===== src/hdl/cpu_pkg.sv =====
package cpu_pkg;

	localparam int DATA_W = 32;

	// link register written by jal.
	localparam logic [4:0] LP_REG = 5'd30;

	// instruction field positions.
	localparam int OP_MSB  = 30;
	localparam int OP_LSB  = 25;
	localparam int RT_MSB  = 24;
	localparam int RT_LSB  = 20;
	localparam int RA_MSB  = 19;
	localparam int RA_LSB  = 15;
	localparam int RB_MSB  = 14;
	localparam int RB_LSB  = 10;
	localparam int SV_MSB  = 9;
	localparam int SV_LSB  = 8;
	localparam int SUB_MSB = 4;
	localparam int SUB_LSB = 0;

	typedef enum logic [5:0] {
		OP_LWI   = 6'b000010,
		OP_SWI   = 6'b001010,
		OP_LW    = 6'b011100,
		OP_ALU_1 = 6'b100000,
		OP_MOVI  = 6'b100010,
		OP_SETHI = 6'b100011,
		OP_JAL   = 6'b100100,
		OP_ADDI  = 6'b101000,
		OP_ORI   = 6'b101100
	} opcode_e;

	typedef enum logic [4:0] {
		SUB_ADD  = 5'b00000,
		SUB_SUB  = 5'b00001,
		SUB_AND  = 5'b00010,
		SUB_XOR  = 5'b00011,
		SUB_OR   = 5'b00100,
		SUB_SLLI = 5'b01000,
		SUB_SRLI = 5'b01001
	} alu_sub_e;

	typedef enum logic [2:0] {
		ALU_ADD, ALU_SUB, ALU_AND, ALU_OR, ALU_XOR, ALU_SLL, ALU_SRL
	} alu_op_e;

	typedef enum logic [1:0] {SRC2_RB, SRC2_IMM, SRC2_LSWI, SRC2_LSW} alu_src2_e;

	typedef enum logic [2:0] {
		IMM_5BIT_ZE, IMM_15BIT_SE, IMM_15BIT_ZE, IMM_20BIT_SE, IMM_20BIT_HI
	} imm_sel_e;

	typedef enum logic {WRADDR_RT, WRADDR_LP} wr_addr_e;

	typedef enum logic [1:0] {WRREG_ALU, WRREG_IMM, WRREG_MEM, WRREG_PC} wr_data_e;

endpackage


===== src/hdl/data_mem.sv =====
`timescale 1ns/100ps

module data_mem #(
	parameter int MEM_WORDS = 64
) (
	input  logic                        clk,
	input  logic                        reset,
	input  logic                        write_en,
	input  logic [31:0]                 address,
	input  logic [cpu_pkg::DATA_W-1:0]  write_data,
	output logic [cpu_pkg::DATA_W-1:0]  read_data
);

	localparam int IDX_W = (MEM_WORDS > 1) ? $clog2(MEM_WORDS) : 1;

	logic [cpu_pkg::DATA_W-1:0] mem [MEM_WORDS];
	logic [IDX_W-1:0] index;

	// byte address, word granular, wraps at the depth.
	assign index = IDX_W'(address[31:2] % MEM_WORDS);

	always_ff @(posedge clk) begin
		if (reset) begin
			for (int i = 0; i < MEM_WORDS; i++) begin
				mem[i] <= '0;
			end
		end else if (write_en) begin
			mem[index] <= write_data;
		end
	end

	assign read_data = mem[index];

endmodule


===== config.mk =====
export PLATFORM = sky130hd
export DESIGN_NAME = data_mem
export DESIGN_NICKNAME = d
export VERILOG_FILES = /design/src/hdl/cpu_pkg.sv /design/src/hdl/data_mem.sv
export SDC_FILE = /design/constraint.sdc
export NUM_CORES = 2
export LEC_CHECK = 0
export BUFFER_PORTS_ARGS = -buffer_cell sky130_fd_sc_hd__buf_2
export CORE_MARGIN = 4
export CORE_UTILIZATION = 40
export DETAILED_ROUTE_END_ITERATION = 8
export GPL_ROUTABILITY_DRIVEN = 0
export GPL_TIMING_DRIVEN = 1
export MAX_ROUTING_LAYER = met4
export PLACE_DENSITY_LB_ADDON = 0.08
export SETUP_SLACK_MARGIN = 0.05
export SLEW_MARGIN = 25
export SYNTH_ARGS = -nofsm -noshare
export SYNTH_HDL_FRONTEND = slang
export SYNTH_SLANG_ARGS = --single-unit

===== constraint.sdc =====
create_clock -name clk -period 3.5 [get_ports clk]
set_clock_uncertainty 0.05 [all_clocks]
set_input_delay 0.175 -clock clk [delete_from_list [all_inputs] [get_ports clk]]
set_output_delay 0.175 -clock clk [all_outputs]
set_load 0.05 [all_outputs]

==> results.json <==
{
  "status": "finished, violations left",
  "violations": "setup timing",
  "area_growth_pct": 16.7,
  "layout_commonest_cell": "and2_1",
  "finalSetupTns_ps": -714,
  "die_area_sq_um": 240000,
  "startpoint_type": "register",
  "irDropWorstVdd_v": 0.000431,
  "drc": 0,
  "rsz0062_at_grt": "yes",
  "cts_max_level": 4,
  "max_freq_mhz": 272,
  "max_stage_delay_ps": 410,
  "reg.largest.list": "mem x2048",
  "route.antenna.remaining_nets": 0,
  "min_to": "mem[56][13]",
  "largest-register": "mem",
  "worstHoldStart": "write_data[13]",
  "wl_met1_mm": 144,
  "critical_path.top_delay_family": "simple AND/OR/NAND/NOR gates",
  "core_area_sq_um": 230000,
  "numPortBuffers": 72,
  "critPathBufInv": 3,
  "hold_viol_final": 0,
  "crit_chain": "a221oi_1 > nor3_1 > nor4_4 > buf_6 > o211ai_1 > clkbuf_16 > or3_4 > buf_8",
  "met3_length_mm": 25.8,
  "vias_per_cell": 5.83,
  "path_class": "reg -> out",
  "hold_class": "in -> reg",
  "avgSynthCellArea_sq_um": 13.3,
  "grt_pass1_wl_mm": 471,
  "highest_layer": "met4",
  "hpwl_mm": 211,
  "multi_input_area_sq_um": 29600,
  "cp.arrival_ps": 3450,
  "die_h_um": 490,
  "wl_met2_mm": 155,
  "post_cts_buffers": 0,
  "worst_slack_ps": -178,
  "total_power_mw": 56.6,
  "root_buffer": "clkbuf_16",
  "maxSlewViolCount": 0,
  "synthTopCellsByArea": "edfxtp_1, and2_1, a22oi_1",
  "synth-async-reset-ratio_pct": 0,
  "slew_headroom_pct": 28.3,
  "power_leakage_nw": 37.6,
  "maxCapViolCount": 0,
  "yosysSeqAreaShare_pct": 66.3,
  "cts_tree": "built",
  "cts_made_buffers": 225,
  "rows": 176,
  "path_clk_slew_ps": 60,
  "grt_usage_pct": 28.6,
  "die_x_um": 490,
  "grt_pass1_vias": 59200,
  "avgRoutedWirePerCell_um": 32.7,
  "io_pins": 99,
  "yosys_warnings": 0,
  "regArea_sq_um": 61500,
  "synth_fp_nets": 7037,
  "crit_path_max_fanout": 1,
  "power.density_nw_per_um2": 523,
  "fin_crit_ps": 3680,
  "grt_max_degree": 85,
  "layout-drive-gt1-share_pct": 19.4,
  "cp.required_ps": 3270,
  "num_vias": 60100,
  "clock_sinks": 2048,
  "worstMarginPinSlew_ps": 1080,
  "n_fill_cell": 20100,
  "setup_violations": 5,
  "first_pass_iters": 6,
  "largest_register_ffs": 2048,
  "synth_area_sq_um": 92800,
  "synth_top_area_share_pct": 66.3,
  "synth_cell_types": 57,
  "slowest_stage": "o211ai_1",
  "final_cell_mix": "and2_1, edfxtp_1, buf_4",
  "syn_inst": 6970,
  "fin_crit_sh_pct": 105,
  "grt_overflow": 0,
  "clock_path_buffers": 3,
  "endpoint_kind": "output pin",
  "nets": 7147,
  "drtIter0Drc": 7064,
  "synthFlopType": "edfxtp_1",
  "yosys_register_bits": 2048,
  "routed_wl_mm": 337,
  "yosys.area.top_type": "edfxtp_1",
  "synth_enable_flop_cells": 2048,
  "initial_core_util_pct": 40.3,
  "holdPathStages": 2,
  "antenna_found_initial": 40
}
[synthesized netlist by cell type, drive strengths merged (2+ instances only)]
master and number:
a211oi 26, a21oi 136, a221o 41, a221oi 293, a22o 21, a22oi 374
a2bb2oi 2, a31oi 8, and2 2051, and3 5, and3b 2, buf 204
clkbuf 566, edfxtp 2048, inv 3, mux2 101, mux2i 152, mux4 34
nand2 80, nand2b 4, nand3 7, nand3b 3, nand4 2, nor2 198
nor2b 6, nor3 43, nor3b 3, nor4 16, o2111ai 3, o211ai 40
o21ai 172, o221ai 18, o22a 2, o22ai 162, o2bb2ai 4, o31ai 13
o32ai 3, or2 83, or3 16, or4 16
[routing by layer]
| layer | track usage, % | vias to the layer above |
|---|---|---|
| met5 | - | - |
| met4 | 9.35 | 0 |
| li1 | - | 26000 |
| met2 | 43.5 | 2438 |
| met1 | 39.1 | 31200 |
| met3 | 4.95 | 475 |
[power by group]
part / internal, mW / switching [mW]
clock network: 12.4 / 10.0
logic: 1.76 / 3.85
registers: 28.2 / 0.378
[cell families after synthesis]
logic type / Yosys count / share of synthesized area [%]
multiplexers: 287 / 3.69
AND/OR/NAND/NOR: 2536 / 16.4
flip-flops: 2048 / 66.3
AO/OA/AOI/OAI: 1326 / 10.3
buffers and inverters: 773 / 3.41
[cell type report]
cell class,instances,share of cell area (%)
repair buffers,653,5.97
well taps,3026,3.50
diodes,35,0.0809
flip-flops and latches,2048,56.8
multi-input cells,4149,27.4
clock inverters,102,0.826
clock buffers,292,5.43
inverters,3,0.0173
[timing repair]
item                                    CTS  global route
endpoints found under the setup margin   30            29
gates resized for setup                 261            82
hold buffers                             14             1
pin swaps                                49            44
hold endpoints to repair                319            28
[worst max-delay path by stage]
stage,from,to,slack [ps],depth (start not counted)
CTS,mem[43][15],read_data[15],-330,8
global placement,address[4],read_data[27],-1590,12
detailed placement,address[4],read_data[13],-630,10
floorplan,address[4],read_data[1],1020,9
global route,mem[43][15],read_data[15],-250,8
finish,mem[53][15],read_data[15],-180,8
[through the flow]
step                      hold slack (ps)  setup slack (ps)  utilization [%]  instance area (sq um)  cells
final                                67.6              -178             47.0                 108000  10300
after global routing                 38.2              -254             47.0                 108000  10300
after CTS                            2.10              -330             46.8                 108000  10300
after detailed placement              521              -632             43.3                  99800   9867
after global placement                530             -1590             43.3                  99700   9864
after floorplan                       584              1020                -                  92800   6970
No activity file was read; power rests on OpenSTA's default activity.
