## src/hdl/cpu_pkg.sv

```systemverilog
package cpu_pkg;

	localparam int DATA_W = 32;

	// link register written by jal.
	localparam logic [4:0] LP_REG = 5'd30;

	// instruction field positions.
	localparam int OP_MSB  = 30;
	localparam int OP_LSB  = 25;
	localparam int RT_MSB  = 24;
	localparam int RT_LSB  = 20;
	localparam int RA_MSB  = 19;
	localparam int RA_LSB  = 15;
	localparam int RB_MSB  = 14;
	localparam int RB_LSB  = 10;
	localparam int SV_MSB  = 9;
	localparam int SV_LSB  = 8;
	localparam int SUB_MSB = 4;
	localparam int SUB_LSB = 0;

	typedef enum logic [5:0] {
		OP_LWI   = 6'b000010,
		OP_SWI   = 6'b001010,
		OP_LW    = 6'b011100,
		OP_ALU_1 = 6'b100000,
		OP_MOVI  = 6'b100010,
		OP_SETHI = 6'b100011,
		OP_JAL   = 6'b100100,
		OP_ADDI  = 6'b101000,
		OP_ORI   = 6'b101100
	} opcode_e;

	typedef enum logic [4:0] {
		SUB_ADD  = 5'b00000,
		SUB_SUB  = 5'b00001,
		SUB_AND  = 5'b00010,
		SUB_XOR  = 5'b00011,
		SUB_OR   = 5'b00100,
		SUB_SLLI = 5'b01000,
		SUB_SRLI = 5'b01001
	} alu_sub_e;

	typedef enum logic [2:0] {
		ALU_ADD, ALU_SUB, ALU_AND, ALU_OR, ALU_XOR, ALU_SLL, ALU_SRL
	} alu_op_e;

	typedef enum logic [1:0] {SRC2_RB, SRC2_IMM, SRC2_LSWI, SRC2_LSW} alu_src2_e;

	typedef enum logic [2:0] {
		IMM_5BIT_ZE, IMM_15BIT_SE, IMM_15BIT_ZE, IMM_20BIT_SE, IMM_20BIT_HI
	} imm_sel_e;

	typedef enum logic {WRADDR_RT, WRADDR_LP} wr_addr_e;

	typedef enum logic [1:0] {WRREG_ALU, WRREG_IMM, WRREG_MEM, WRREG_PC} wr_data_e;

endpackage

```

## src/hdl/operand_muxes.sv

```systemverilog
`timescale 1ns/100ps

module operand_muxes (
	input  logic [1:0]                  sub_op_sv,
	input  logic [cpu_pkg::DATA_W-1:0]  reg_rb_data,
	input  logic [4:0]                  reg_rt_addr,
	input  logic [4:0]                  imm_5bit,
	input  logic [14:0]                 imm_15bit,
	input  logic [19:0]                 imm_20bit,
	input  cpu_pkg::alu_src2_e          alu_src2_sel,
	input  cpu_pkg::imm_sel_e           imm_sel,
	input  cpu_pkg::wr_addr_e           wr_addr_sel,
	input  cpu_pkg::wr_data_e           xreg3_wr_data_sel,
	input  logic [cpu_pkg::DATA_W-1:0]  xreg3_alu_result,
	input  logic [cpu_pkg::DATA_W-1:0]  xreg3_imm_extend,
	input  logic [cpu_pkg::DATA_W-1:0]  mem_read_data,
	input  logic [31:0]                 xreg3_return_pc,
	output logic [cpu_pkg::DATA_W-1:0]  imm_extend,
	output logic [cpu_pkg::DATA_W-1:0]  alu_src2,
	output logic [4:0]                  write_reg_addr,
	output logic [cpu_pkg::DATA_W-1:0]  write_reg_data
);

	always_comb begin
		case (imm_sel)
			cpu_pkg::IMM_5BIT_ZE:  imm_extend = {27'b0, imm_5bit};
			cpu_pkg::IMM_15BIT_SE: imm_extend = {{17{imm_15bit[14]}}, imm_15bit};
			cpu_pkg::IMM_15BIT_ZE: imm_extend = {17'b0, imm_15bit};
			cpu_pkg::IMM_20BIT_SE: imm_extend = {{12{imm_20bit[19]}}, imm_20bit};
			cpu_pkg::IMM_20BIT_HI: imm_extend = {imm_20bit, 12'b0};
			default:               imm_extend = '0;
		endcase
	end

	always_comb begin
		case (alu_src2_sel)
			cpu_pkg::SRC2_RB:   alu_src2 = reg_rb_data;
			cpu_pkg::SRC2_IMM:  alu_src2 = imm_extend;
			// word offset for lwi and swi.
			cpu_pkg::SRC2_LSWI: alu_src2 = {{15{imm_15bit[14]}}, imm_15bit, 2'b00};
			cpu_pkg::SRC2_LSW:  alu_src2 = reg_rb_data << sub_op_sv;
			default:            alu_src2 = reg_rb_data;
		endcase
	end

	assign write_reg_addr = (wr_addr_sel == cpu_pkg::WRADDR_LP) ? cpu_pkg::LP_REG : reg_rt_addr;

	// stage 2 side, also feeds the register file bypass.
	always_comb begin
		case (xreg3_wr_data_sel)
			cpu_pkg::WRREG_ALU: write_reg_data = xreg3_alu_result;
			cpu_pkg::WRREG_IMM: write_reg_data = xreg3_imm_extend;
			cpu_pkg::WRREG_MEM: write_reg_data = mem_read_data;
			cpu_pkg::WRREG_PC:  write_reg_data = xreg3_return_pc;
			default:            write_reg_data = xreg3_alu_result;
		endcase
	end

endmodule

```

## config.mk

```make
export PLATFORM = sky130hd
export DESIGN_NAME = operand_muxes
export DESIGN_NICKNAME = d
export VERILOG_FILES = /design/src/hdl/cpu_pkg.sv /design/src/hdl/operand_muxes.sv
export SDC_FILE = /design/constraint.sdc
export NUM_CORES = 1
export LEC_CHECK = 0
export BUFFER_PORTS_ARGS = -buffer_cell sky130_fd_sc_hd__buf_2
export CAP_MARGIN = 40
export CORE_AREA = 2 2 122 124
export DETAILED_ROUTE_END_ITERATION = 8
export DIE_AREA = 0 0 124 126
export SYNTH_ARGS = -nofsm -noshare
export SYNTH_HDL_FRONTEND = slang
export SYNTH_SLANG_ARGS = --single-unit
```

## constraint.sdc

```tcl
create_clock -name vclk -period 3.5
set_clock_uncertainty 0.1 [all_clocks]
set_input_delay 0.35 -clock vclk [all_inputs]
set_output_delay 0.35 -clock vclk [all_outputs]
set_load 0.03 [all_outputs]
```

==> run_results.csv <==
group,metric,value,unit
grt,grt_max_degree,35,
detailed_routing,drtIter0Drc,267,
run_status,outcome,"complete, no violations",
sta,setup_tns,0,ns
sta,worstMarginPinSlew,0.784,ns
floorplan,coreArea,14300,um2
place,numPortBuffers,316,
sta,timing.fmax,366,MHz
floorplan,die_h,126,um
critical_path,cp.arrival,2.28,ns
floorplan,rows,44,
place,gp_congestion,0.949,
critical_path,cp_max_fo,34,
power,power.share.clock,0,%
clock_network,ctsResizeCount,0,
critical_path,worst_ep_required_time,3.05,ns
power,p_leak,0.00233,uW
detailed_routing,drtAntennaViolNets,0,
detailed_routing,routed_wl,18000,um
logic_synthesis,netlist_instances,359,
final_layout,regArea,0,um2
floorplan,ios,316,
logic_synthesis,ys_seq_area_share,0,%
power,power_frac_seq,0,%
power,power-per-cell-area,184,nW/um2
power,p_comb_share,100.0,%
logic_synthesis,syn-num-nets,574,
sta,rsz0062_at_grt,"no",
power,internal-power,325,uW
detailed_routing,route.detailed.drc,0,
grt,track_usage,21.4,%
sta,relSlewSlack,47.5,%
final_layout,layout_commonest_cell,"buf_2",
power,p_sw_share,61.1,%
place,dp_slack,0.787,ns
critical_path,crit_type,"in2out",
detailed_routing,drt_pass1_iterations,5,
sta,slew_violations,0,
final_layout,seq_cell_count,0,
detailed_routing,avgRoutedWirePerCell,21.4,um
worst_hold_path,worstHoldPathCells,3,
final_layout,synthToLayoutAreaGrowth,59.8,%
clock_network,hold_buffers,0,
logic_synthesis,syn_area,2840,um2
logic_synthesis,synth.avg_cell_area,7.91,um2
sta,hold_violations,0,
final_layout,finalNetCount,861,
clock_network,cts_setup_buffers,0,
final_layout,layout.cells.most_common_list,"316 x buf_2, 44 x nand2_1, 44 x a21oi_1, 32 x mux4_2, 26 x nor2_1",
floorplan,start_util,19.9,%
sta,fin_crit_sh,78.0,%
final_layout,layout.cells.non_filler,840,
worst_hold_path,hold_class,"in2out",
critical_path,startpoint_type,"input port",
power,switchingPower,510,uW
final_layout,multiInputGateArea,2580,um2
final_layout,fillCellCount,1597,
grt,antenna_found_initial,16,
place,place_hpwl,15500,um
critical_path,worstSetupEndpointType,"primary output",
floorplan,fp.dieW,124,um
logic_synthesis,yosysWarnings,0,
grt,grt_pass1_wl,25100,um
place,dp.cells,828,
power,peakVddDrop,0.0000770,V
flow_run,cap_violations,0,
detailed_routing,vias,4351,
logic_synthesis,synth_cell_types,42,
floorplan,die_area,15600,um2
grt,grt_pass1_vias,4211,
final_layout,nClkBuffers,0,
sta,finalSetupViolCount,0,
sta,period_needed,2.73,ns
final_layout,final_layout_size_suffix_gt1_share,60.1,%
sta,worst_slack,0.770,ns
detailed_routing,via_per_inst,5.18,
grt,grt_overflow,0,
[final timing paths]
path | endpoint | slack, ns | startpoint
worst max-delay path | alu_src2[30] | 0.77 | imm_sel[1]
worst min-delay path | write_reg_addr[0] | 0.92 | wr_addr_sel
[cell usage after synthesis, types with 2 or more instances]
library cell / number / share of area [%]
a21oi_1: 44 / 7.7
nand2_1: 44 / 5.8
mux4_2: 32 / 25
nor2_1: 26 / 3.4
mux2i_1: 25 / 8.8
mux2_2: 21 / 8.3
buf_2: 18 / 3.2
o32a_1: 18 / 6.3
inv_1: 15 / 2.0
o22ai_1: 14 / 3.1
a221oi_1: 10 / 3.1
clkbuf_1: 9 / 1.2
a22oi_1: 8 / 2.1
nand2b_1: 8 / 1.8
nor2b_1: 7 / 1.5
a211oi_1: 6 / 1.6
buf_6: 5 / 2.0
o21ai_1: 5 / 0.88
or2_2: 5 / 1.1
and2_1: 4 / 0.88
a32oi_1: 3 / 0.92
buf_1: 3 / 0.40
buf_4: 3 / 0.79
nor3b_1: 3 / 0.79
a211oi_2: 2 / 0.88
nand3b_1: 2 / 0.53
o211ai_1: 2 / 0.53
o21ai_0: 2 / 0.35
o2bb2ai_1: 2 / 0.62
[critical path, stage by stage]
cell	delay, ns
buf_2	0.55
nor2b_2	0.16
o21ai_4	0.54
a21oi_1	0.14
o32a_1	0.35
buf_2	0.18
[power groups by stage]
stage / Combinational [uW] / Sequential (uW) / Clock (uW)
finish: 835 / 0 / 0.000459
detailed placement: 831 / 0 / 0
global placement: 829 / 0 / 0
global route: 887 / 0 / 0.000344
CTS: 834 / 0 / 0
floorplan: 525 / 0 / 0
[layer usage]
metal / up-vias / track usage [%] / routed length [um] / part of all wire [%]
met2: 257 / 34.0 / 8440 / 47
met4: 6 / 7.14 / 528 / 2.9
met3: 28 / 7.61 / 1850 / 10
li1: 1990 / - / - / -
met1: 2070 / 26.8 / 7140 / 40
met5: - / 0 / 34 / 0.19
[cells by family after synthesis]
family	share of synthesized area (%)
buffers and inverters	9.51
and+or+nand+nor	18.0
muxes	42.9
AOI/OAI and AO/OA	29.6
[per-stage QoR]
step / hold WS [ns] / area [um2] / total power [uW] / utilization [%]
after floorplan: 0.664 / 2840 / 525 / -
after global placement: 0.912 / 4510 / 829 / 31.5
after detailed placement: 0.921 / 4510 / 831 / 31.5
after CTS: 0.922 / 4510 / 834 / 31.5
after global routing: 0.940 / 4530 / 887 / 31.7
final: 0.921 / 4540 / 835 / 31.7
[cell type report]
class	instances	share of cell area, %
Antenna cell	12	0.662
Inverter	15	1.24
Timing Repair Buffer	323	36.3
Multi-Input combinational cell	306	56.8
Tap cell	184	5.07
(Power assumes the default switching activity.)
