$ cat config.mk
export PLATFORM = sky130hd
export DESIGN_NAME = decoder
export DESIGN_NICKNAME = d
export VERILOG_FILES = /design/src/hdl/cpu_pkg.sv /design/src/hdl/decoder.sv
export SDC_FILE = /design/constraint.sdc
export NUM_CORES = 1
export LEC_CHECK = 0
export ABC_AREA = 1
export BUFFER_PORTS_ARGS = -buffer_cell sky130_fd_sc_hd__buf_2
export CORE_AREA = 2 2 39 41
export DETAILED_ROUTE_END_ITERATION = 8
export DIE_AREA = 0 0 41 43
export MAX_ROUTING_LAYER = met4
export PLACE_DENSITY = 0.72
export RECOVER_POWER = 50
export SETUP_SLACK_MARGIN = 0.15
export SYNTH_ARGS = -nofsm -noshare
export SYNTH_HDL_FRONTEND = slang
export SYNTH_SLANG_ARGS = --single-unit
$ cat constraint.sdc
create_clock -name vclk -period 2.6
set_clock_uncertainty 0.1 [all_clocks]
set_input_delay 0.26 -clock vclk [all_inputs]
set_output_delay 0.26 -clock vclk [all_outputs]
set_load 0.01 [all_outputs]
$ cat src/hdl/cpu_pkg.sv
package cpu_pkg;

	localparam int DATA_W = 32;

	// link register written by jal.
	localparam logic [4:0] LP_REG = 5'd30;

	// instruction field positions.
	localparam int OP_MSB  = 30;
	localparam int OP_LSB  = 25;
	localparam int RT_MSB  = 24;
	localparam int RT_LSB  = 20;
	localparam int RA_MSB  = 19;
	localparam int RA_LSB  = 15;
	localparam int RB_MSB  = 14;
	localparam int RB_LSB  = 10;
	localparam int SV_MSB  = 9;
	localparam int SV_LSB  = 8;
	localparam int SUB_MSB = 4;
	localparam int SUB_LSB = 0;

	typedef enum logic [5:0] {
		OP_LWI   = 6'b000010,
		OP_SWI   = 6'b001010,
		OP_LW    = 6'b011100,
		OP_ALU_1 = 6'b100000,
		OP_MOVI  = 6'b100010,
		OP_SETHI = 6'b100011,
		OP_JAL   = 6'b100100,
		OP_ADDI  = 6'b101000,
		OP_ORI   = 6'b101100
	} opcode_e;

	typedef enum logic [4:0] {
		SUB_ADD  = 5'b00000,
		SUB_SUB  = 5'b00001,
		SUB_AND  = 5'b00010,
		SUB_XOR  = 5'b00011,
		SUB_OR   = 5'b00100,
		SUB_SLLI = 5'b01000,
		SUB_SRLI = 5'b01001
	} alu_sub_e;

	typedef enum logic [2:0] {
		ALU_ADD, ALU_SUB, ALU_AND, ALU_OR, ALU_XOR, ALU_SLL, ALU_SRL
	} alu_op_e;

	typedef enum logic [1:0] {SRC2_RB, SRC2_IMM, SRC2_LSWI, SRC2_LSW} alu_src2_e;

	typedef enum logic [2:0] {
		IMM_5BIT_ZE, IMM_15BIT_SE, IMM_15BIT_ZE, IMM_20BIT_SE, IMM_20BIT_HI
	} imm_sel_e;

	typedef enum logic {WRADDR_RT, WRADDR_LP} wr_addr_e;

	typedef enum logic [1:0] {WRREG_ALU, WRREG_IMM, WRREG_MEM, WRREG_PC} wr_data_e;

endpackage

$ cat src/hdl/decoder.sv
`timescale 1ns/100ps

module decoder (
	input  logic                instr_valid,
	input  logic [31:0]         instr,
	output cpu_pkg::alu_op_e    alu_op,
	output cpu_pkg::alu_src2_e  alu_src2_sel,
	output cpu_pkg::imm_sel_e   imm_sel,
	output cpu_pkg::wr_addr_e   wr_addr_sel,
	output cpu_pkg::wr_data_e   wr_data_sel,
	output logic                reg_write,
	output logic                mem_write,
	output logic                is_jump,
	output logic                is_illegal
);

	cpu_pkg::opcode_e  opcode;
	cpu_pkg::alu_sub_e sub_op;
	logic dec_write;
	logic dec_store;
	logic dec_jump;
	logic dec_bad;

	assign opcode = cpu_pkg::opcode_e'(instr[cpu_pkg::OP_MSB:cpu_pkg::OP_LSB]);
	assign sub_op = cpu_pkg::alu_sub_e'(instr[cpu_pkg::SUB_MSB:cpu_pkg::SUB_LSB]);

	always_comb begin
		alu_op       = cpu_pkg::ALU_ADD;
		alu_src2_sel = cpu_pkg::SRC2_RB;
		imm_sel      = cpu_pkg::IMM_15BIT_SE;
		wr_addr_sel  = cpu_pkg::WRADDR_RT;
		wr_data_sel  = cpu_pkg::WRREG_ALU;
		dec_write    = 1'b1;
		dec_store    = 1'b0;
		dec_jump     = 1'b0;
		dec_bad      = 1'b0;
		case (opcode)
			cpu_pkg::OP_ALU_1: begin
				case (sub_op)
					cpu_pkg::SUB_ADD: alu_op = cpu_pkg::ALU_ADD;
					cpu_pkg::SUB_SUB: alu_op = cpu_pkg::ALU_SUB;
					cpu_pkg::SUB_AND: alu_op = cpu_pkg::ALU_AND;
					cpu_pkg::SUB_OR:  alu_op = cpu_pkg::ALU_OR;
					cpu_pkg::SUB_XOR: alu_op = cpu_pkg::ALU_XOR;
					cpu_pkg::SUB_SLLI, cpu_pkg::SUB_SRLI: begin
						// shift amount comes from the rb field.
						alu_op = (sub_op == cpu_pkg::SUB_SLLI) ?
							cpu_pkg::ALU_SLL : cpu_pkg::ALU_SRL;
						alu_src2_sel = cpu_pkg::SRC2_IMM;
						imm_sel      = cpu_pkg::IMM_5BIT_ZE;
					end
					default: dec_bad = 1'b1;
				endcase
			end
			cpu_pkg::OP_ADDI: begin
				alu_src2_sel = cpu_pkg::SRC2_IMM;
			end
			cpu_pkg::OP_ORI: begin
				alu_op       = cpu_pkg::ALU_OR;
				alu_src2_sel = cpu_pkg::SRC2_IMM;
				imm_sel      = cpu_pkg::IMM_15BIT_ZE;
			end
			cpu_pkg::OP_MOVI, cpu_pkg::OP_SETHI: begin
				imm_sel = (opcode == cpu_pkg::OP_MOVI) ?
					cpu_pkg::IMM_20BIT_SE : cpu_pkg::IMM_20BIT_HI;
				wr_data_sel = cpu_pkg::WRREG_IMM;
			end
			cpu_pkg::OP_LWI: begin
				alu_src2_sel = cpu_pkg::SRC2_LSWI;
				wr_data_sel  = cpu_pkg::WRREG_MEM;
			end
			cpu_pkg::OP_SWI: begin
				alu_src2_sel = cpu_pkg::SRC2_LSWI;
				dec_write    = 1'b0;
				dec_store    = 1'b1;
			end
			cpu_pkg::OP_LW: begin
				alu_src2_sel = cpu_pkg::SRC2_LSW;
				wr_data_sel  = cpu_pkg::WRREG_MEM;
			end
			cpu_pkg::OP_JAL: begin
				wr_addr_sel = cpu_pkg::WRADDR_LP;
				wr_data_sel = cpu_pkg::WRREG_PC;
				dec_jump    = 1'b1;
			end
			default: dec_bad = 1'b1;
		endcase
	end

	// an undefined code turns into a bubble.
	assign reg_write  = instr_valid & dec_write & ~dec_bad;
	assign mem_write  = instr_valid & dec_store;
	assign is_jump    = instr_valid & dec_jump;
	assign is_illegal = instr_valid & dec_bad;

endmodule

==> metrics.md <==
| Metric | Value |
|---|---|
| Status | `finished clean` |
| Fmax | `roughly 0.58 GHz` |
| Final wirelength | `between 1000 and 1500 µm` |
| Final ANT Viol Nets | `0` |
| Post-route cell area | `between 500 and 600 µm²` |
| Ys Warns | `0` |
| Post-synthesis area per instance | `4.76 µm²` |
| Met1 Usage GRT | `between 15 and 20%` |
| Syn Nets | `110` |
| Cells on Worst Hold Path | `4` |
| Seq/Total Area, Yosys | `0%` |
| Critical path class | `primary input to output port` |
| Total power | `50.4 µW` |
| DRC viols | `0` |
| Initial core utilization | `between 20% and 30%` |
| Overflow after GRT | `0` |
| Distinct cells, synth | `13` |
| Met2 Use GR | `between 20% and 30%` |
| TNS Setup | `0 ns` |
| Core footprint | `1380 µm²` |
| Most frequent cells in the layout | `buf_2 (22), nand2_1 (18), nand3_1 (17)` |
| Fin crit period | `~1.7 ns` |
| Pleak | `0.356 nW` |
| # rows | `14` |
| Vert. Die Dim | `43 µm` |
| Global Route met3 Usage | `0%` |
| RSZ-0062 raised after global routing | `false` |
| DR pass1 iterations | `4` |
| Die W | `~41 µm` |
| Register area | `0 µm²` |
| Hold slack | `approximately 0.77 ns` |
| Vias | `around 560` |
| Top cell type by total area after synthesis | `nand3_1` |
| Worst EP required | `2.24 ns` |
| Slew headroom | `about 77%` |
| Largest net degree at the start of global routing | `6` |
| Fin. max-slew vios | `0` |
| Worst hold path type | `primary input to output port` |
| Final GP Congestion | `0.821` |
| I/O pins | `48` |
| Fin nets | `approximately 140` |
| Number of I/O port buffers | `27` |
| Gr busiest metal | `met2` |
| Hold_buf cts | `0` |
| Routed vias/inst | `~4.7` |
| Commonest non-fill, non-tap cell in the layout | `buf_2` |
| Clock buffer count | `0` |
| Final hold vios | `0` |
| Measured slew at the worst slew-check pin | `approximately 0.34 ns` |
| Dpl cell area | `roughly 520 µm²` |
| Final period utilization | `between 60 and 70%` |
| Synth-to-layout area growth | `37.9%` |
| Max IR drop VDD | `0.0000464 V` |
| Post-CTS resize count | `0` |
| Placed insts | `between 100 and 150` |
| Final cell count without fillers | `120` |
| Yosys top cell area share | `between 20% and 30%` |
| Dominant cells by area after synthesis | `nand3_1 (23%), nand2_1 (18%), nor2_1 (13%)` |
| Die ar. | `approximately 1800 µm²` |
| Share of cells above drive strength 1 | `~31%` |
| Multi-input logic area | `297 µm²` |
| ANT cells | `0` |
| Crit. End Element | `output port` |
| First-pass GRT wire length | `approximately 1600 µm` |
| WL/cell | `approximately 8.5 µm` |
| Post-Syn Area | `367 µm²` |
| Worst Setup Start Kind | `primary input` |
| WP data arrival | `1.37 ns` |
| Pwr per Cell Area | `about 100 nW/µm²` |
| Post-detail-place hpwl | `about 900 µm` |
| Number of sequential cells | `0` |
| Vias in the first global route | `449` |
| Fill count | `175` |
| Iter 0 DRT Violations | `9` |
| Critical Path Fanout Max | `5` |
| Max-cap violation count | `0` |
| All-layer global routing usage | `12.2%` |
| Initial antenna violation count | `0` |
| Final setup violating endpoints | `0` |
| Post-CTS Setup Bufs | `0` |
| Post-synthesis cell count | `a little under 80` |
-- where the power goes --
group / leakage [nW] / switching, mW / internal (mW)
Combinational: 0.356 / 0.0315 / 0.0189
Sequential: 0 / 0 / 0
Clock: 0 / 0 / 0
-- cells in the mapped netlist --
| cell | count |
|---|---|
| nand4_1 | 1 |
| a21oi_1 | 1 |
| o21ai_0 | 1 |
| nor2_1 | 13 |
| a31oi_1 | 1 |
| nor2_2 | 3 |
| nand3_1 | 17 |
| nor2_4 | 4 |
| o31ai_1 | 1 |
| nand2_4 | 1 |
| nand2_1 | 18 |
| inv_1 | 12 |
| inv_2 | 4 |
-- path summary, 6_finish.rpt --
path,start,endpoint,slack [ns]
max,instr[27],alu_op[0],0.87
min,instr[0],alu_op[1],0.77
-- worst max-delay path: stages --
cell     delay, ns
buf_2         0.13
nor2_1        0.29
inv_2         0.08
nor2_4        0.17
inv_2         0.07
nor2_4        0.10
nand2_1       0.06
nand3_1       0.07
buf_2         0.13
-- per-layer routing --
layer | wire [µm] | part of all wire, %
met4 | 0 | 0
met1 | 481 | 47
met5 | 0 | 0
met3 | 63 | 6.2
met2 | 480 | 47
-- kinds of logic (layout without fill, tap and decap cells) --
group / count (synthesis) / count (layout) / share of synthesized area [%]
AND/OR/NAND/NOR: 57 / 57 / 77.1
AO/OA/AOI/OAI: 4 / 4 / 6.48
buffers and inverters: 16 / 43 / 16.4
-- through the flow --
step	util [%]	worst slack, ns
after detailed placement	37.7	1.00
after global routing	36.5	0.751
final	36.5	0.874
after CTS	37.7	1.00
after global placement	37.7	1.02
after floorplan	-	1.30
-- final cells by class --
| type | count | share of cell area, % |
|---|---|---|
| Multi-Input combinational cell | 61 | 58.7 |
| Timing Repair Buffer | 27 | 25.5 |
| Inverter | 16 | 11.9 |
| Tap cell | 16 | 3.96 |
(Power assumes the default switching activity.)
