--- src/hdl/cpu_pkg.sv ---
package cpu_pkg;

	localparam int DATA_W = 32;

	// link register written by jal.
	localparam logic [4:0] LP_REG = 5'd30;

	// instruction field positions.
	localparam int OP_MSB  = 30;
	localparam int OP_LSB  = 25;
	localparam int RT_MSB  = 24;
	localparam int RT_LSB  = 20;
	localparam int RA_MSB  = 19;
	localparam int RA_LSB  = 15;
	localparam int RB_MSB  = 14;
	localparam int RB_LSB  = 10;
	localparam int SV_MSB  = 9;
	localparam int SV_LSB  = 8;
	localparam int SUB_MSB = 4;
	localparam int SUB_LSB = 0;

	typedef enum logic [5:0] {
		OP_LWI   = 6'b000010,
		OP_SWI   = 6'b001010,
		OP_LW    = 6'b011100,
		OP_ALU_1 = 6'b100000,
		OP_MOVI  = 6'b100010,
		OP_SETHI = 6'b100011,
		OP_JAL   = 6'b100100,
		OP_ADDI  = 6'b101000,
		OP_ORI   = 6'b101100
	} opcode_e;

	typedef enum logic [4:0] {
		SUB_ADD  = 5'b00000,
		SUB_SUB  = 5'b00001,
		SUB_AND  = 5'b00010,
		SUB_XOR  = 5'b00011,
		SUB_OR   = 5'b00100,
		SUB_SLLI = 5'b01000,
		SUB_SRLI = 5'b01001
	} alu_sub_e;

	typedef enum logic [2:0] {
		ALU_ADD, ALU_SUB, ALU_AND, ALU_OR, ALU_XOR, ALU_SLL, ALU_SRL
	} alu_op_e;

	typedef enum logic [1:0] {SRC2_RB, SRC2_IMM, SRC2_LSWI, SRC2_LSW} alu_src2_e;

	typedef enum logic [2:0] {
		IMM_5BIT_ZE, IMM_15BIT_SE, IMM_15BIT_ZE, IMM_20BIT_SE, IMM_20BIT_HI
	} imm_sel_e;

	typedef enum logic {WRADDR_RT, WRADDR_LP} wr_addr_e;

	typedef enum logic [1:0] {WRREG_ALU, WRREG_IMM, WRREG_MEM, WRREG_PC} wr_data_e;

endpackage

--- src/hdl/pipe_regs.sv ---
`timescale 1ns/100ps

module pipe_regs (
	input  logic                        clk,
	input  logic                        reset,
	input  logic                        instr_valid,
	input  logic                        is_jump,
	input  logic                        is_illegal,
	input  logic [23:0]                 imm_24bit,
	input  logic                        reg_write,
	input  logic                        mem_write,
	input  cpu_pkg::wr_data_e           wr_data_sel,
	input  logic [cpu_pkg::DATA_W-1:0]  alu_result,
	input  logic [cpu_pkg::DATA_W-1:0]  imm_extend,
	input  logic [cpu_pkg::DATA_W-1:0]  rt_data,
	input  logic [4:0]                  write_reg_addr,
	output logic [31:0]                 pc,
	output logic                        xreg3_reg_write,
	output logic                        xreg3_mem_write,
	output cpu_pkg::wr_data_e           xreg3_wr_data_sel,
	output logic [cpu_pkg::DATA_W-1:0]  xreg3_alu_result,
	output logic [cpu_pkg::DATA_W-1:0]  xreg3_imm_extend,
	output logic [cpu_pkg::DATA_W-1:0]  xreg3_store_data,
	output logic [4:0]                  xreg3_write_reg_addr,
	output logic [31:0]                 xreg3_return_pc,
	output logic                        illegal
);

	logic [31:0] pc_plus4;
	logic [31:0] jump_target;

	assign pc_plus4    = pc + 32'd4;
	assign jump_target = pc + {{7{imm_24bit[23]}}, imm_24bit, 1'b0};

	// an illegal instruction leaves the pc where it is.
	always_ff @(posedge clk) begin
		if (reset) begin
			pc <= '0;
		end else if (instr_valid && !is_illegal) begin
			pc <= is_jump ? jump_target : pc_plus4;
		end
	end

	always_ff @(posedge clk) begin
		if (reset) begin
			xreg3_reg_write <= 1'b0;
			xreg3_mem_write <= 1'b0;
			illegal         <= 1'b0;
		end else begin
			xreg3_reg_write <= reg_write;
			xreg3_mem_write <= mem_write;
			illegal         <= is_illegal;
		end
	end

	always_ff @(posedge clk) begin
		xreg3_wr_data_sel    <= wr_data_sel;
		xreg3_alu_result     <= alu_result;
		xreg3_imm_extend     <= imm_extend;
		xreg3_store_data     <= rt_data;
		xreg3_write_reg_addr <= write_reg_addr;
		xreg3_return_pc      <= pc_plus4;
	end

endmodule

--- config.mk ---
export PLATFORM = sky130hd
export DESIGN_NAME = pipe_regs
export DESIGN_NICKNAME = d
export VERILOG_FILES = /design/src/hdl/cpu_pkg.sv /design/src/hdl/pipe_regs.sv
export SDC_FILE = /design/constraint.sdc
export NUM_CORES = 1
export LEC_CHECK = 0
export BUFFER_PORTS_ARGS = -buffer_cell sky130_fd_sc_hd__buf_4
export CORE_MARGIN = 2
export CORE_UTILIZATION = 30
export CTS_CLUSTER_DIAMETER = 200
export CTS_CLUSTER_SIZE = 16
export DETAILED_ROUTE_END_ITERATION = 8
export PLACE_DENSITY_LB_ADDON = 0.15
export SLEW_MARGIN = 20
export SYNTH_ARGS = -nofsm -noshare
export SYNTH_HDL_FRONTEND = slang
export SYNTH_SLANG_ARGS = --single-unit
export TNS_END_PERCENT = 10
--- constraint.sdc ---
create_clock -name clk -period 3.6 [get_ports clk]
set_input_delay 0.72 -clock clk [delete_from_list [all_inputs] [get_ports clk]]
set_output_delay 0.72 -clock clk [all_outputs]
set_load 0.05 [all_outputs]
==> impl_metrics.py, run 1 <==
metrics = {
    "run_status": {
        "status": "completed",
    },
    "place": {
        "numPortBuffers": 301,
        "dp_hpwl_um": 17300,
        "gp_congestion": 0.895,
    },
    "detailed_routing": {
        "vias_per_cell": 4.75,
        "dr.pass1.iters": 5,
        "drc": 0,
        "via_count": 6021,
        "post_drt_wl_per_cell_um": 17.6,
        "routed_wl_um": 22300,
        "drt-initial-drc-count": 280,
        "detail-route-antenna-nets": 0,
    },
    "synthesis": {
        "ys_top_cells_by_area": "dfxtp_1 50%, ha_1 5.8%, xnor2_1 4.5%",
        "synth_top_area_share_pct": 50.3,
        "ys_ff_latch": 168,
        "synth-edff-count": 0,
        "async_reset_ff_share_pct": 0,
        "syn-instance-count": 674,
        "avgSynthCellArea_um2": 9.92,
        "synth_cell_type_count": 72,
        "seq_area_frac_synth_pct": 50.3,
        "ys.flop_type": "dfxtp_1",
        "yosys_warnings": 0,
        "netlist_area_um2": 6690,
        "post-synth-top-count-cell": "dfxtp_1",
        "yosys.area.top_type": "dfxtp_1",
        "synth_commonest_cells": "168 x dfxtp_1, 52 x nor2_1, 48 x a21oi_1",
    },
    "floorplan": {
        "initial_core_util_pct": 30.6,
        "die-height_um": 153,
        "std_cell_rows": 54,
        "io_pins": 304,
        "die_w_um": 153,
        "die_area_um2": 23500,
        "core_area_um2": 21800,
    },
    "layout": {
        "nNetsFinal": 1141,
        "area_growth_pct": 46.9,
        "layout-drive-gt1-share_pct": 37.3,
        "num_antenna_cells": 0,
        "nFillCells": 2170,
        "final_core_util_pct": 45.0,
        "ff_latch_area_um2": 3360,
        "multi_input_area_um2": 3130,
    },
    "grt": {
        "grt_pass1_vias": 5708,
        "use_met2_pct": 31.1,
        "met3_usage_pct": 3.94,
        "grt_overflow": 0,
        "busiest_layer": "met2",
        "grt_pass1_wl_um": 34000,
        "grt_antenna_before_repair": 0,
        "grt_max_degree": 45,
        "grtUsageMet1_pct": 23.8,
        "grt_usage_pct": 18.6,
    },
    "clock_tree": {
        "root_buffer": "clkbuf_16",
        "cts_sinks": 168,
        "cts_tree": "done",
        "htreeDepth": 4,
        "clk_path_buf_depth": 2,
        "hold_buffers": 0,
        "path_clk_slew_ps": 80,
        "cts_setup_buffers": 0,
        "cts_resized": 0,
        "cts_made_buffers": 17,
        "worstSkewPairLatency_ps": 430,
    },
    "timing": {
        "hold_violations": 0,
        "rsz0062_at_grt": "no",
        "max_freq_ghz": 0.351,
        "period_share_pct": 79.2,
        "timing.slew.headroom_pct": 58.5,
        "fin_skew_ps": 16.9,
        "fin_crit_ps": 2850,
        "setup_violations": 0,
        "tightest_slew_ps": 617,
        "slew_viol_final": 0,
        "setup_tns_ps": 0,
    },
    "critical_path": {
        "critPathMaxStageDelay_ps": 380,
        "crit_type": "reg -> reg",
        "crit_path_end_kind": "register",
        "start_kind": "register",
        "cp_cell_sequence": "ha_1 -> inv_1 -> fa_1 -> nor2b_1 -> o31ai_1 -> a31o_2 -> a21o_1 -> a211oi_2 -> mux2i_1 -> nor3_1 -> nor4_1",
        "crit_required_ps": 3940,
        "cpMaxStageDelayCell": "dfxtp_1",
        "cp.arrival_ps": 3190,
        "cp_max_fo": 4,
    },
    "run": {
        "cap_violations": 0,
    },
    "power": {
        "power.leakage_nw": 4.58,
        "ir_drop_uv": 260,
        "powerDensity_nw_per_um2": 495,
        "finalPower_mw": 4.86,
    },
    "min_path": {
        "hp-class": "in -> reg",
    },
}
## metrics by stage
| step | std cells | setup WS (ps) | instance area, µm² | hold slack [ps] |
|---|---|---|---|---|
| 2_1_floorplan | 675 | 749 | 6690 | 368 |
| 3_3_place_gp | 1236 | 347 | 9230 | 381 |
| 3_5_place_dp | 1236 | 338 | 9230 | 388 |
| 4_1_cts | 1268 | 724 | 9820 | 370 |
| 5_1_grt | 1268 | 534 | 9820 | 370 |
| 6_report | 1268 | 749 | 9820 | 391 |
## state kept, by name, indices dropped and copies added, names as in the netlist, 2 cells and up
name and flops:
xreg3_alu_result 32, xreg3_return_pc 31, xreg3_imm_extend 32, pc 31, xreg3_store_data 32, xreg3_wr_data_sel 2, xreg3_write_reg_addr 5
## critical path, delay by kind of cell, from the launching register on
kind            cells  cell delay (ps)
buf+inv             1               70
simple gates        3              480
compound gates      4             1010
fa+ha+maj           2              610
flops               1              380
mux                 1              240
## power breakdown
part	total (mW)	switching (mW)	internal, mW	leakage, nW
Clock	1.82	0.871	0.951	0.289
Sequential	2.02	0.0602	1.96	1.40
Combinational	1.02	0.659	0.358	2.89
Total	4.86	1.59	3.27	4.58
## area by class of cell
| class | instances | share of cell area, % |
|---|---|---|
| Sequential cell | 168 | 34.2 |
| Multi-Input combinational cell | 459 | 31.8 |
| Timing Repair Buffer | 308 | 23.5 |
| Clock buffer | 18 | 4.47 |
| Tap cell | 280 | 3.57 |
| Clock inverter | 14 | 1.54 |
| Inverter | 21 | 0.803 |
## final timing paths
| path | startpoint | end | slack (ps) | cells after the start |
|---|---|---|---|---|
| min reg2reg | pc[1] | xreg3_return_pc[1] | 400 | 0 |
| max reg2reg | pc[1] | pc[31] | 750 | 11 |
| max | pc[1] | pc[31] | 750 | 11 |
| min | alu_result[25] | xreg3_alu_result[25] | 390 | 1 |
## layout by cell type, fill, tap and decap left out, types with 7 or more instances in the layout
| cell type | count |
|---|---|
| a211oi_1 | 7 |
| a21o_1 | 18 |
| a21oi_1 | 48 |
| a22oi_1 | 7 |
| and3_1 | 11 |
| buf_4 | 308 |
| clkbuf_16 | 17 |
| dfxtp_1 | 168 |
| ha_1 | 31 |
| inv_1 | 21 |
| nand2_1 | 45 |
| nand3_1 | 16 |
| nand4_1 | 11 |
| nor2_1 | 52 |
| nor2b_1 | 7 |
| nor3_1 | 21 |
| o211ai_1 | 7 |
| o21ai_0 | 27 |
| o21ai_1 | 9 |
| o22ai_1 | 8 |
| xnor2_1 | 34 |
| xor2_1 | 17 |
## kinds of logic after synthesis
logic type / after synthesis / share of synthesized area, %
AO/OA/AOI/OAI: 172 / 17.2
XOR/XNOR: 51 / 6.68
adder cells (fa/ha/maj): 32 / 6.10
buffers and inverters: 48 / 3.01
flip-flops: 168 / 50.3
multiplexers: 3 / 0.449
other: 1 / 0.0561
AND/OR/NAND/NOR: 199 / 16.3
## per-layer routing
| metal | vias up | share of wire (%) |
|---|---|---|
| met1 | 2760 | 43 |
| met3 | 21 | 6.4 |
| met4 | 0 | 1.6 |
| met5 | - | 0 |
| li1 | 3007 | - |
| met2 | 233 | 49 |
Note: power is estimated with default switching activity, not from simulation.
==> run 2, diff against run 1 <==
--- a/config.mk
+++ b/config.mk
@@ -5,6 +5,7 @@
 export SDC_FILE = /design/constraint.sdc
 export NUM_CORES = 1
 export LEC_CHECK = 0
+export ABC_AREA = 1
 export BUFFER_PORTS_ARGS = -buffer_cell sky130_fd_sc_hd__buf_4
 export CORE_MARGIN = 2
 export CORE_UTILIZATION = 30
==> constraint.sdc (replaced) <==
create_clock -name clk -period 2.95 [get_ports clk]
set_input_delay 0.59 -clock clk [delete_from_list [all_inputs] [get_ports clk]]
set_output_delay 0.59 -clock clk [all_outputs]
set_load 0.05 [all_outputs]
==> run 2 against run 1 <==
Clock skew down 5.3 ps; sequential share of layout area fell by 2.7 points; clock power grew 21%; first-iteration DRC count increased by 49%; core utilization is 1.0 points lower; design area grew 8.6%; combinational power up 16%; critical endpoint is now pc[25].
==> impl_metrics.py, run 2 <==
metrics = {
    "run_status": {
        "status": "completed",
    },
    "clock_tree": {
        "cts_made_buffers": 17,
        "cts_setup_buffers": 0,
        "path_clk_slew_ps": 70,
        "hold_buffers": 0,
        "cts_resized": 0,
        "htreeDepth": 4,
        "root_buffer": "clkbuf_16",
        "cts_sinks": 168,
        "worstSkewPairLatency_ps": 430,
        "clk_path_buf_depth": 2,
        "cts_tree": "done",
    },
    "layout": {
        "nNetsFinal": 1469,
        "num_antenna_cells": 0,
        "final_common_cell": "buf_4",
        "area_growth_pct": 44.6,
        "top_regs": "xreg3_alu_result (32), xreg3_imm_extend (32), xreg3_store_data (32)",
        "final_cell_mix": "314 x buf_4, 297 x nand2_1, 168 x dfxtp_1",
        "post-route-cell-area_um2": 10700,
        "nFillCells": 2529,
        "layout-drive-gt1-share_pct": 30.8,
    },
    "floorplan": {
        "initial_core_util_pct": 30.4,
        "die_area_um2": 25900,
        "die_w_um": 161,
        "core_area_um2": 24200,
        "die-height_um": 161,
        "std_cell_rows": 57,
        "io_pins": 304,
    },
    "grt": {
        "grt_antenna_before_repair": 0,
        "grt_max_degree": 35,
        "grt_overflow": 0,
        "grt_usage_pct": 20.5,
        "grt_pass1_wl_um": 40000,
        "grt_pass1_vias": 6800,
    },
    "timing": {
        "setup_violations": 0,
        "setup_tns_ps": 0,
        "rsz0062_at_grt": "no",
        "hold_ws_ps": 257,
        "tightest_slew_ps": 620,
        "fin_skew_ps": 11.6,
        "hold_violations": 0,
        "slew_viol_final": 0,
        "period_share_pct": 74.8,
        "timing.slew.headroom_pct": 58.4,
        "max_freq_ghz": 0.453,
        "fin_crit_ps": 2210,
    },
    "synthesis": {
        "netlist_area_um2": 7380,
        "synth_cell_type_count": 41,
        "yosys.area.top_type": "dfxtp_1",
        "synthXorXnorAreaFrac_pct": 2.78,
        "ys.flop_type": "dfxtp_1",
        "yosys_warnings": 0,
        "synth-compound-area-share_pct": 6.58,
        "async_reset_ff_share_pct": 0,
        "ys_top_cells_by_area": "dfxtp_1 46%, nand2_1 15%, inv_1 7.9%",
        "synth-simple-area-share_pct": 30.4,
        "synthAdderAreaFrac_pct": 5.53,
        "avgSynthCellArea_um2": 7.51,
        "synth-edff-count": 0,
        "ys_ff_latch": 168,
        "synthMuxAreaShare_pct": 0,
        "post-synth-top-count-cell": "nand2_1",
        "synth_top_family_by_area": "simple AND/OR/NAND/NOR gates",
        "seq_area_frac_synth_pct": 45.6,
        "syn-instance-count": 982,
        "synth_top_area_share_pct": 45.6,
        "synth_commonest_cells": "297 x nand2_1, 168 x dfxtp_1, 155 x inv_1",
    },
    "critical_path": {
        "cp_max_fo": 5,
        "reg2reg_from": "pc[2]",
        "crit_path_end_kind": "register",
        "crit_start": "pc[2]",
        "crit_required_ps": 3250,
        "crit_type": "reg -> reg",
        "start_kind": "register",
        "reg2regPathDepth": 12,
        "cp.arrival_ps": 2510,
    },
    "power": {
        "powerDensity_nw_per_um2": 546,
        "power.leakage_nw": 5.45,
        "ir_drop_uv": 392,
    },
    "detailed_routing": {
        "via_count": 7231,
        "detail-route-antenna-nets": 0,
        "post_drt_wl_per_cell_um": 16.4,
        "drc": 0,
        "drt-initial-drc-count": 416,
        "routed_wl_um": 27000,
        "dr.pass1.iters": 5,
        "vias_per_cell": 4.41,
    },
    "min_path": {
        "min_from": "rt_data[1]",
        "hold_depth": 1,
        "hp-class": "in -> reg",
    },
    "place": {
        "dp_hpwl_um": 22500,
        "placed_area_um2": 10100,
        "gp_congestion": 0.891,
        "numPortBuffers": 301,
    },
    "run": {
        "cap_violations": 0,
    },
}
-- run 2: cell types whose count changed after synthesis, sizes merged, moves of 11 or more --
cell	change
nand2	+262
clkbuf	-15
a211oi	-11
nor2	+39
xnor2	-31
and3	-11
a21o	-17
o21ai	-31
nand3	+49
inv	+139
-- run 2: routing by layer --
metal  global-route usage (%)  up-vias  wire [µm]
met2                     36.2      247      13500
met4                     6.86        0        600
li1                         -     3683          -
met5                        0        -          0
met3                     3.87       37       1540
met1                     25.1     3264      11300
-- run 2: worst paths after layout --
check             slack, ps                   to
setup / recovery        740               pc[25]
hold / removal          260  xreg3_store_data[1]
setup reg to reg        740               pc[25]
hold reg to reg         400   xreg3_return_pc[1]
-- run 2: power breakdown --
group          internal [mW]  total, mW  switching, mW
Sequential              2.38       2.45         0.0621
Combinational          0.392       1.18          0.785
Clock                   1.16       2.20           1.04
-- run 2: worst max-delay path, cell delays in order, from the launching register on --
cell and delay (ps):
dfxtp_1 460, inv_1 220, fa_1 460, inv_1 90, nand3_1 60, nand3_1 160
nand2_1 100, nand2_1 140, nand2_1 90, nand3_1 90, nand2_1 50, nand3_1 80
a21oi_1 70
-- run 2: area by class of cell --
class                      instances  area, µm²  area share [%]
sequential                       168       3360            31.5
multi-input combinational        641       3350            31.4
timing repair buffer             314       2360            22.1
inverter                         161        607            5.69
clock buffer                      18        439            4.12
tap                              324        405            3.80
clock inverter                    14        151            1.42
-- run 2: metrics by stage --
stage          total power [mW]  worst slack, ps  std cells  utilization, %
3_3_place_gp               3.67              553       1608            41.6
6_report                   5.82              743       1640            44.0
2_1_floorplan              3.21              692        983               -
5_1_grt                    6.06              544       1640            44.0
3_5_place_dp               3.68              519       1608            41.6
4_1_cts                    5.89              761       1640            44.0
-- run 2: kinds of logic (layout without fill, tap and decap cells) --
kind of cell	Yosys count	after routing
AND/OR/NAND/NOR	504	504
buffers and inverters	174	507
flip-flops	168	168
AO/OA/AOI/OAI	83	83
adder cells (fa/ha/maj)	32	32
XOR/XNOR	20	20
other	1	2
